--- src/verilog/dbg_map_pkg.sv ---
// debug status map: page and field codes plus vu meter constants
package dbg_map_pkg;

    // st_addr[7:6] selects the page
    localparam logic [1:0] page_frame = 2'd0;
    localparam logic [1:0] page_sound = 2'd1;
    localparam logic [1:0] page_sdram = 2'd2;
    localparam logic [1:0] page_input = 2'd3;

    // st_addr[5:4] selects the subpage inside the sound page
    localparam logic [1:0] sub_vu   = 2'd0;
    localparam logic [1:0] sub_chan = 2'd1;
    localparam logic [1:0] sub_vol  = 2'd2;
    localparam logic [1:0] sub_sys  = 2'd3;

    // magnitude at or above this raises the peak flag
    localparam logic [15:0] vu_peak_level = 16'h7f00;

    // approx dB per magnitude bit
    localparam logic [7:0] vu_db_step = 8'd6;

endpackage

--- src/verilog/dbg_sig_pkg.sv ---
// debug status input bundles for sound, control and pointer signals
package dbg_sig_pkg;

    // sound side inputs
    typedef struct packed {
        logic               sample;     // sample strobe
        logic        [ 7:0] vol;
        logic        [ 5:0] en;         // channel enables
        logic        [ 5:0] vu;         // channel activity
        logic signed [15:0] l;
        logic signed [15:0] r;
    } snd_in_t;

    // core control, dip switches and load flags
    typedef struct packed {
        logic        dip_pause;         // high while the game runs
        logic        dip_flip;
        logic        game_led;
        logic [ 6:0] core_mod;
        logic [ 3:0] gfx_en;
        logic [23:0] dipsw;
        logic        ioctl_ram;
        logic        ioctl_rom;
        logic        ioctl_cart;
    } ctrl_in_t;

    // dial and mouse
    typedef struct packed {
        logic [1:0] dial_x;
        logic [8:0] dx;
        logic [8:0] dy;
        logic [7:0] flags;
    } ptr_in_t;

endpackage

--- src/verilog/bcd_cnt.sv ---
// decimal up counter with configurable digit count and wrap or saturate at all nines
`timescale 1ns/100ps

module bcd_cnt #(
    parameter int digits = 2,
    parameter bit wrap   = 1'b1     // 0 holds at all nines
) (
    input  logic                  clk,
    input  logic                  rst,
    input  logic                  clr,
    input  logic                  up,
    output logic [4*digits-1:0]   cnt
);

    logic [4*digits-1:0] nxt;
    logic                carry;

    // ripple the decimal carry from the low digit upwards
    always_comb begin
        carry = up;
        nxt   = cnt;
        for (int k = 0; k < digits; k++) begin
            if (carry) begin
                if (cnt[4*k +: 4] == 4'd9) begin
                    nxt[4*k +: 4] = 4'd0;   // carry keeps going
                end else begin
                    nxt[4*k +: 4] = cnt[4*k +: 4] + 4'd1;
                    carry         = 1'b0;
                end
            end
        end
        if (carry && !wrap) nxt = cnt; // all nines, hold
    end

    always_ff @(posedge clk or posedge rst) begin
        if (rst) begin
            cnt <= '0;
        end else if (clr) begin
            cnt <= '0;
        end else begin
            cnt <= nxt;
        end
    end

    for (genvar g = 0; g < digits; g++) begin : g_digit_chk
        a_digit_range: assert property (@(posedge clk) disable iff (rst)
            cnt[4*g +: 4] <= 4'd9);
    end

endmodule

--- src/verilog/sdram_stats.sv ---
// per-frame count of SDRAM bank ready pulses, shown for the previous frame
`timescale 1ns/100ps

module sdram_stats (
    input  logic       clk,
    input  logic       rst,
    input  logic [3:0] rdy,
    input  logic       lvbl,
    input  logic [1:0] sel,
    output logic [7:0] dout
);

    logic [7:0] run_cnt   [4];
    logic [7:0] shown_cnt [4];
    logic       lvbl_l;
    logic       frame_start;

    assign frame_start = lvbl_l & ~lvbl;   // start of vertical blank

    always_ff @(posedge clk or posedge rst) begin
        if (rst) begin
            lvbl_l <= 1'b0;
        end else begin
            lvbl_l <= lvbl;
        end
    end

    for (genvar b = 0; b < 4; b++) begin : g_bank
        always_ff @(posedge clk or posedge rst) begin
            if (rst) begin
                run_cnt[b]   <= 8'd0;
                shown_cnt[b] <= 8'd0;
            end else if (frame_start) begin
                shown_cnt[b] <= run_cnt[b];
                run_cnt[b]   <= 8'd0;
            end else if (rdy[b] && run_cnt[b] != 8'hff) begin
                run_cnt[b] <= run_cnt[b] + 8'd1;   // stops at 255
            end
        end

        // running count only restarts at a frame start and never wraps
        a_run_hold: assert property (@(posedge clk) disable iff (rst)
            !$past(frame_start) |-> run_cnt[b] >= $past(run_cnt[b]));
    end

    assign dout = shown_cnt[sel];

endmodule

--- src/verilog/vumeter.sv ---
// stereo peak hold meter with periodic decay, dB readout and peak flag
`timescale 1ns/100ps

module vumeter (
    input  logic               clk,
    input  logic               rst,
    input  logic               cen,
    input  logic signed [15:0] l,
    input  logic signed [15:0] r,
    output logic        [ 7:0] vu,
    output logic               peak
);

    logic [15:0] mag;           // held magnitude
    logic [15:0] mag_l;
    logic [15:0] mag_r;
    logic [15:0] mag_max;
    logic [ 7:0] decay_cnt;

    // -32768 comes out as 16'h8000, which is still correct unsigned
    function automatic logic [15:0] abs16(input logic signed [15:0] s);
        logic [15:0] u;
        u = s;
        return s[15] ? ~u + 16'd1 : u;
    endfunction

    // step times (msb index + 1)
    function automatic logic [7:0] to_db(input logic [15:0] m);
        logic [7:0] v;
        v = 8'd0;
        for (int i = 0; i < 16; i++) begin
            if (m[i]) v = dbg_map_pkg::vu_db_step * 8'(i + 1);
        end
        return v;
    endfunction

    assign mag_l = abs16(l);
    assign mag_r = abs16(r);

    always_comb begin
        mag_max = mag;
        if (mag_l > mag_max) mag_max = mag_l;
        if (mag_r > mag_max) mag_max = mag_r;
    end

    always_ff @(posedge clk or posedge rst) begin
        if (rst) begin
            mag       <= 16'd0;
            decay_cnt <= 8'd0;
        end else if (cen) begin
            decay_cnt <= decay_cnt + 8'd1;
            if (decay_cnt == 8'hff) begin
                mag <= mag >> 1;    // halve every 256 samples
            end else begin
                mag <= mag_max;
            end
        end
    end

    assign vu   = to_db(mag);
    assign peak = mag >= dbg_map_pkg::vu_peak_level;

endmodule

--- src/verilog/sys_info.sv ---
// system statistics collector and registered status byte readout
`timescale 1ns/100ps

module sys_info #(
    parameter int mfreq = 48000     // clock cycles per millisecond
) (
    input  logic                  clk,
    input  logic                  rst,
    input  logic                  lvbl,
    input  dbg_sig_pkg::snd_in_t  snd,
    input  dbg_sig_pkg::ctrl_in_t ctrl,
    input  dbg_sig_pkg::ptr_in_t  ptr,
    input  logic [3:0]            ba_rdy,
    input  logic [7:0]            st_addr,
    output logic [7:0]            st_dout,
    output logic                  snd_mode,
    output logic                  vu_peak
);

    localparam int win_w = $clog2(mfreq);

    logic [19:0]      frame_bcd;
    logic             frame_up;
    logic             lvbl_l;
    logic [win_w-1:0] win_cnt;      // millisecond window
    logic             win_end;
    logic             sample_l;
    logic             sample_up;
    logic [ 7:0]      scnt;
    logic [ 7:0]      srate;
    logic [ 7:0]      stats;
    logic [ 7:0]      vu_db;

    assign frame_up  = lvbl & ~lvbl_l & ctrl.dip_pause;
    assign sample_up = snd.sample & ~sample_l;
    assign win_end   = win_cnt == win_w'(mfreq - 1);

    always_ff @(posedge clk or posedge rst) begin
        if (rst) begin
            lvbl_l   <= 1'b0;
            sample_l <= 1'b0;
            win_cnt  <= '0;
            srate    <= 8'd0;
        end else begin
            lvbl_l   <= lvbl;
            sample_l <= snd.sample;
            win_cnt  <= win_cnt + 1'd1;
            if (win_end) begin
                win_cnt <= '0;
                srate   <= scnt;    // samples in the last ms = kHz
            end
        end
    end

    always_ff @(posedge clk or posedge rst) begin
        if (rst) begin
            st_dout  <= 8'd0;
            snd_mode <= 1'b0;
        end else begin
            st_dout  <= 8'd0;
            snd_mode <= 1'b0;
            case (st_addr[7:6])
                dbg_map_pkg::page_frame: begin
                    case (st_addr[1:0])
                        2'd0: st_dout <= frame_bcd[15:8];
                        2'd1: st_dout <= frame_bcd[7:0];
                        2'd2: st_dout <= {4'd0, frame_bcd[19:16]};
                        default: st_dout <= 8'd0;
                    endcase
                end
                dbg_map_pkg::page_sound: begin
                    snd_mode <= st_addr[5:4] != dbg_map_pkg::sub_sys;
                    case (st_addr[5:4])
                        dbg_map_pkg::sub_vu:  st_dout <= vu_db;
                        dbg_map_pkg::sub_chan: begin
                            case (st_addr[1:0])
                                2'd0: st_dout <= {2'd0, snd.vu & snd.en}; // active and on
                                2'd1: st_dout <= {2'd0, snd.en};
                                2'd2: st_dout <= srate;
                                default: st_dout <= 8'd0;
                            endcase
                        end
                        dbg_map_pkg::sub_vol: st_dout <= snd.vol;
                        dbg_map_pkg::sub_sys: begin
                            if (st_addr[3:2] == 2'd0) begin
                                // layer enables shown msb first
                                st_dout <= {ctrl.gfx_en[0], ctrl.gfx_en[1], ctrl.gfx_en[2],
                                            ctrl.gfx_en[3], 1'b0, ctrl.ioctl_ram,
                                            ctrl.ioctl_cart, ctrl.ioctl_rom};
                            end else if (st_addr[3:2] == 2'd1 && st_addr[1:0] != 2'd3) begin
                                st_dout <= ctrl.dipsw[8*st_addr[1:0] +: 8];
                            end
                        end
                    endcase
                end
                dbg_map_pkg::page_sdram: st_dout <= stats;
                dbg_map_pkg::page_input: begin
                    case (st_addr[5:4])
                        2'd0: st_dout <= {ctrl.core_mod[3:0], ptr.dial_x,
                                          ctrl.game_led, ctrl.dip_flip};
                        2'd1: st_dout <= ptr.dx[8:1];
                        2'd2: st_dout <= ptr.dy[8:1];
                        2'd3: st_dout <= ptr.flags;
                    endcase
                end
            endcase
        end
    end

    // the sample count holds at 99 until the window end clears it
    a_scnt_sat: assert property (@(posedge clk) disable iff (rst)
        scnt == 8'h99 && !win_end |=> scnt == 8'h99);

    bcd_cnt #(.digits(5), .wrap(1'b1)) u_frame_cnt (
        .clk (clk),
        .rst (rst),
        .clr (1'b0),
        .up  (frame_up),
        .cnt (frame_bcd)
    );

    bcd_cnt #(.digits(2), .wrap(1'b0)) u_sample_cnt (
        .clk (clk),
        .rst (rst),
        .clr (win_end),
        .up  (sample_up),
        .cnt (scnt)
    );

    sdram_stats u_stats (
        .clk  (clk),
        .rst  (rst),
        .rdy  (ba_rdy),
        .lvbl (lvbl),
        .sel  (st_addr[1:0]),
        .dout (stats)
    );

    vumeter u_vumeter (
        .clk  (clk),
        .rst  (rst),
        .cen  (snd.sample),
        .l    (snd.l),
        .r    (snd.r),
        .vu   (vu_db),
        .peak (vu_peak)
    );

endmodule

--- src/verilog/dbg_status_top.sv ---
// debug status readout top level, sets the window length for sys_info
`timescale 1ns/100ps

module dbg_status_top #(
    parameter int mfreq = 48000     // 48 MHz clock
) (
    input  logic                  clk,
    input  logic                  rst,
    input  logic                  lvbl,
    input  dbg_sig_pkg::snd_in_t  snd,
    input  dbg_sig_pkg::ctrl_in_t ctrl,
    input  dbg_sig_pkg::ptr_in_t  ptr,
    input  logic [3:0]            ba_rdy,
    input  logic [7:0]            st_addr,
    output logic [7:0]            st_dout,
    output logic                  snd_mode,
    output logic                  vu_peak
);

    sys_info #(.mfreq(mfreq)) u_sys_info (
        .clk      (clk),
        .rst      (rst),
        .lvbl     (lvbl),
        .snd      (snd),
        .ctrl     (ctrl),
        .ptr      (ptr),
        .ba_rdy   (ba_rdy),
        .st_addr  (st_addr),
        .st_dout  (st_dout),
        .snd_mode (snd_mode),
        .vu_peak  (vu_peak)
    );

endmodule

--- config.mk ---
export PLATFORM = sky130hd
export DESIGN_NAME = dbg_status_top
export DESIGN_NICKNAME = d
export VERILOG_FILES = /design/src/verilog/dbg_map_pkg.sv /design/src/verilog/dbg_sig_pkg.sv /design/src/verilog/bcd_cnt.sv /design/src/verilog/sdram_stats.sv /design/src/verilog/vumeter.sv /design/src/verilog/sys_info.sv /design/src/verilog/dbg_status_top.sv
export SDC_FILE = /design/constraint.sdc
export NUM_CORES = 1
export LEC_CHECK = 0
export BUFFER_PORTS_ARGS = -buffer_cell sky130_fd_sc_hd__buf_4
export CORE_UTILIZATION = 56
export CTS_CLUSTER_SIZE = 40
export DETAILED_ROUTE_END_ITERATION = 16
export PLACE_DENSITY_LB_ADDON = 0.15
export SYNTH_ARGS = -nofsm -noshare
export SYNTH_HDL_FRONTEND = slang
export SYNTH_SLANG_ARGS = --single-unit
export TNS_END_PERCENT = 30
--- constraint.sdc ---
create_clock -name clk -period 8.2 [get_ports clk]
set_input_delay 0.41 -clock clk [delete_from_list [all_inputs] [get_ports clk]]
set_output_delay 0.41 -clock clk [all_outputs]
set_load 0.01 [all_outputs]
Word-level counts from Yosys, hierarchy flattened
Index checks and enable logic that the tools add are counted.

storage, ports and cells
  logic and storage cells = 160
  output and inout port bits = 10
  input bits = 137
  register bits = 151

cells by class
  add/sub/neg operators = 15
  bitwise logic cells = 11
  shift-type cells = 1
  equal/unequal tests = 25
  order comparisons = 4
  reduce and logical (&&, ||, !) cells = 17
  multiplexer cells = 64

operator list
  operator                                                                               number
  8-bit two-way mux                                                                      29
  16-bit two-way mux                                                                     6
  8-bit case mux with 4 select lines                                                     3
  16-bit by 1-bit adder with 16-bit output, second input constant                        3
  8-bit case mux with 3 select lines                                                     2
  8-bit by 1-bit adder with 8-bit output, second input constant                          5
  4-bit two-way mux                                                                      9
  16-bit greater-than comparator                                                         2
  8-bit inequality test, second input constant                                           4
  16-bit NOT                                                                             2
  4-bit by 1-bit adder with 4-bit output, second input constant                          7
  4-bit == test, second input constant                                                   7
  24-bit by 6-bit indexed part select with 8-bit output                                  1
  8-bit binary-select mux with 2-bit select                                              1
  16-bit == test, second input constant                                                  1
  16-bit by 15-bit greater-or-equal comparator with 1-bit output, second input constant  1
  1-bit two-way mux                                                                      13
  2-bit nonzero test                                                                     6
  2-bit == test, second input constant                                                   5
  2-bit by 1-bit == test with 1-bit output, second input constant                        4
  8-bit == test, second input constant                                                   1
  2-bit zero test                                                                        4
  6-bit bitwise AND                                                                      1
  2-bit inequality test, second input constant                                           3
  other kinds (7)                                                                        17

Logic depth before layout (Yosys ltp)
  depth in word-level cells = 18
  mapped depth = 23
  gate-level depth less buffers = 21

Cells and area by module
From an unflattened synthesis, not the netlist that was laid out.

second synthesis, totals
  cells, all modules = 1138
  area, all modules = 10297.4 um2

modules (own cells, without submodules)
  module                             cells each  times used  area an instance (um2)  seq. area each (um2)
  vumeter                            374         1           3062.9                  600.6
  sdram_stats                        318         1           3046.7                  1626.6
  sys_info                           263         1           2491.1                  875.8
  bcd_cnt (u_sys_info.u_frame_cnt)   129         1           1194.9                  500.5
  bcd_cnt (u_sys_info.u_sample_cnt)  54          1           501.7                   200.2

Worst setup path before layout
No wires, ideal clock.

  path kind = in2reg
  start = input snd[22] (netlist name)
  end = register u_sys_info.u_vumeter.mag[1]
  arrival time = 4.944 ns
  setup slack = 3.113 ns
  cell stages on the path = 18
  cell sequence = or4_4 > or3_4 > o31ai_1 > xnor2_1 > ha_1 > and4_1 > nand3_1 > o41ai_4 > nand2b_4 > buf_2 > a21oi_1 > ha_1 > nand4_1 > or4_1 > and2_0 > buf_2 > a211oi_1 > o221ai_1

between the ends
  longest elaborated chain between the ends = 8

RTL lines
  element                                   RTL line              RTL
  from (decl)                               dbg_status_top.sv:10  input dbg_sig_pkg::snd_in_t snd,
  16-bit NOT                                vumeter.sv:24         return s[15] ? ~u + 16'd1 : u;
  16-bit by 1-bit adder with 16-bit output  vumeter.sv:24
  16-bit two-way mux *                      vumeter.sv:24
  16-bit greater-than comparator            vumeter.sv:42         if (mag_l > mag_max) mag_max = mag_l;
  16-bit two-way mux *                      vumeter.sv:42
  16-bit greater-than comparator            vumeter.sv:43         if (mag_r > mag_max) mag_max = mag_r;
  16-bit two-way mux *                      vumeter.sv:43
  16-bit two-way mux *                      vumeter.sv:52         if (decay_cnt == 8'hff) begin
  to (signal assigned)                      vumeter.sv:53         mag <= mag >> 1;
  to (signal assigned)                      vumeter.sv:55         mag <= mag_max;
  to (decl)                                 vumeter.sv:14         logic [15:0] mag;

Every way passes the cells marked *; elsewhere a longest branch is shown, timed or not.
A chain may end at the register's enable or synchronous reset.

Worst setup path in the final report
  start = input snd[22] (netlist name)
  end = register u_sys_info.u_vumeter.mag[10]

Same word-level chain as after synthesis.

==> flow_metrics.env <==
export IMPL_antenna_found_initial=1
export IMPL_route_detailed_drc=0
export IMPL_finalInstanceArea_um2=11400
export IMPL_synth_cells=972
export IMPL_clockPowerShare=0.282
export IMPL_rr_endpoint="u_sys_info.u_vumeter.mag[10]$_DFFE_PP0P_"
export IMPL_drv_slew=0
export IMPL_grt_max_degree=83
export IMPL_grt_pass1_wl_um=39400
export IMPL_die_y_um=133
export IMPL_post_place_ws_ns=1.89
export IMPL_swShare=0.377
export IMPL_yosys_area_top_type="dfrtp_1"
export IMPL_cp_max_fo=23
export IMPL_cts_sinks=151
export IMPL_yosysSeqAreaShare=0.393
export IMPL_power_w=0.00286
export IMPL_crit_required_ns=8.53
export IMPL_drive_gt1_frac=0.235
export IMPL_routed_wl_um=24600
export IMPL_power_switching_w=0.00108
export IMPL_ant_nets=0
export IMPL_post_dp_hpwl_um=18300
export IMPL_layout_common_cells="dfrtp_1 (151), buf_4 (145), nor2_1 (84)"
export IMPL_cp_end_kind="register"
export IMPL_pwr_share_comb=0.350
export IMPL_syn_to_final_growth_pct=18.6
export IMPL_async_flop_share=1.00
export IMPL_synth_edf_count=0
export IMPL_place_area_um2=10800
export IMPL_path_class="primary input to register"
export IMPL_ioPinCount=147
export IMPL_start_util=0.576
export IMPL_min_period_ns=5.92
export IMPL_reg2reg_from="u_sys_info.u_vumeter.mag[9]$_DFFE_PP0P_"
export IMPL_synth_area_um2=9620
export IMPL_ctsHoldBuffers=0
export IMPL_p_int_w=0.00178
export IMPL_tightestPinTransition_ns=0.869
export IMPL_fmax_mhz=169
export IMPL_period_share=0.722
export IMPL_wire_per_inst_um=18.5
export IMPL_hold_violations=0
export IMPL_first_pass_iters=7
export IMPL_ctsResizeCount=0
export IMPL_synth_area_leaders="dfrtp_1 (39%), mux2_2 (5.7%), ha_1 (5.2%)"
export IMPL_hp_class="primary input to asynchronous set/reset pin"
export IMPL_slew_headroom=0.420
export IMPL_start_kind="primary input"
export IMPL_final_common_cell="dfrtp_1"
export IMPL_antennaDiodeCount=0
export IMPL_rsz0062_at_grt="no"
export IMPL_fin_setup_tns_ns=0
export IMPL_fp_dieW_um=133
export IMPL_vias=8133
export IMPL_h_tree_depth=4
export IMPL_fin_ws_ns=2.28
export IMPL_clock_skew_ns=0.0117
export IMPL_routed_via_density=6.11
export IMPL_avgSynthCellArea_um2=9.90
export IMPL_cts_buffer_depth=2
export IMPL_grt_ovfl_total=0
export IMPL_rows=47
export IMPL_seqPwrFrac=0.368
export IMPL_synth_ff_latch_count=151
export IMPL_path_clk_slew_ns=0.07
export IMPL_power_leakage_nw=5.19
export IMPL_status="complete, no violations"
export IMPL_dieArea_um2=17700
export IMPL_drv_cap=0
export IMPL_regToRegSetupSlack_ns=3.11
export IMPL_rr_worst_depth=16
export IMPL_cts_root_buf="clkbuf_16"
export IMPL_synth_ff_type="dfrtp_1"
export IMPL_synth_cell_type_count=77
export IMPL_clock_latency_ns=0.43
export IMPL_drt_initial_drc_count=605
export IMPL_cts_tree="done"
export IMPL_core_area_um2=16700
export IMPL_syn_num_nets=1149
export IMPL_postCtsSetupBuffers=0
export IMPL_setup_viol=0
export IMPL_yosys_warnings=0
export IMPL_fin_nets=1275
export IMPL_p_per_area_nw_per_um2=251
export IMPL_cts_buffers=17
export IMPL_crit_arrival_ns=6.24
export IMPL_grt_pass1_vias=7685
export IMPL_grt_usage=0.285
export IMPL_synth_top_area_frac=0.393
export IMPL_place_gp_congestion=0.912
export IMPL_vdd_ir_drop_worst_uv=171
export IMPL_port_buffers=141
[power groups by stage]
stage	combinational, W	clock (W)	sequential [W]
2_1_floorplan	0.000754	0	0.00101
3_3_place_gp	0.000962	0	0.00105
3_5_place_dp	0.000987	0	0.00106
4_1_cts	0.000994	0.000818	0.00105
5_1_grt	0.00111	0.000847	0.00107
6_report	0.00100	0.000808	0.00105
[logic make-up after synthesis]
logic type	after synthesis	share of synthesized area
compound gates	239	0.169
xor+xnor	83	0.0756
fa+ha+maj	40	0.0520
buf+inv	77	0.0354
flops	151	0.393
mux	88	0.119
simple gates	294	0.157
[sequential cells by signal (all words and copies together) (netlist names)]
| signal | count |
|---|---|
| u_sys_info.sample_l | 1 |
| u_sys_info.srate | 8 |
| u_sys_info.lvbl_l | 1 |
| u_sys_info.u_vumeter.mag | 16 |
| u_sys_info.u_stats.shown_cnt | 32 |
| u_sys_info.u_frame_cnt.cnt | 20 |
| u_sys_info.u_vumeter.decay_cnt | 8 |
| u_sys_info.st_dout | 8 |
| u_sys_info.u_sample_cnt.cnt | 8 |
| u_sys_info.u_stats.run_cnt | 32 |
| u_sys_info.win_cnt | 16 |
| u_sys_info.snd_mode | 1 |
[final cells by class]
cell class,instances,area (µm²)
Clock inverter,15,184
Inverter,39,151
Tap cell,220,275
Sequential cell,151,3780
Fill cell,1345,5290
Multi-Input combinational cell,744,5510
Timing Repair Buffer,145,1090
Clock buffer,17,425
[critical path, cell delays in order]
cell	delay (ns)
buf_4	0.12
or4_4	0.54
or3_4	0.38
o31ai_1	0.25
xnor2_1	0.16
ha_1	0.31
and4_1	0.19
nand3_1	0.17
o41ai_4	0.83
nand2b_4	0.44
mux2i_1	0.32
inv_1	0.08
ha_1	0.18
nor2b_1	0.12
o211ai_1	0.09
a2111o_1	0.37
o211ai_1	0.17
and2_0	0.72
nor2_1	0.12
a211oi_1	0.26
[per-stage QoR]
step                utilization  std cells  hold slack [ns]
finish                    0.683       1331            0.100
global route              0.683       1331            0.127
CTS                       0.683       1331            0.124
detailed placement        0.647       1299            0.461
global placement          0.647       1299            0.457
floorplan                     -        972            0.438
[cells in the mapped netlist, drive strengths merged (13+ instances only)]
cell / number
ha: 40
mux4: 16
a211oi: 17
inv: 39
o21ai: 75
a21oi: 41
clkbuf: 20
nor2: 84
nor3b: 13
buf: 18
xor2: 27
o31ai: 16
mux2: 49
mux2i: 23
nand2: 67
nor3: 18
nand3: 22
nand4: 22
dfrtp: 151
xnor2: 56
[per-layer routing]
| metal | track usage | vias up | wire [µm] |
|---|---|---|---|
| met4 | 0.0811 | 0 | 393 |
| met2 | 0.459 | 307 | 11500 |
| met5 | 0 | - | 0 |
| met1 | 0.391 | 3944 | 10900 |
| li1 | - | 3849 | - |
| met3 | 0.0575 | 33 | 1730 |
[how the worst max path moves through the flow]
stage                       start                                  endpoint  slack (ns)  cells after the start
after floorplan           snd[22]   u_sys_info.u_vumeter.mag[1]$_DFFE_PP0P_        3.11                     18
after global placement    snd[22]  u_sys_info.u_vumeter.mag[10]$_DFFE_PP0P_        1.99                     20
after detailed placement  snd[22]  u_sys_info.u_vumeter.mag[10]$_DFFE_PP0P_        1.89                     20
after CTS                 snd[22]  u_sys_info.u_vumeter.mag[10]$_DFFE_PP0P_        2.33                     20
after global routing      snd[22]   u_sys_info.u_vumeter.mag[9]$_DFFE_PP0P_        1.91                     18
final                     snd[22]  u_sys_info.u_vumeter.mag[10]$_DFFE_PP0P_        2.28                     20
Note: power is estimated with default switching activity, not from simulation.
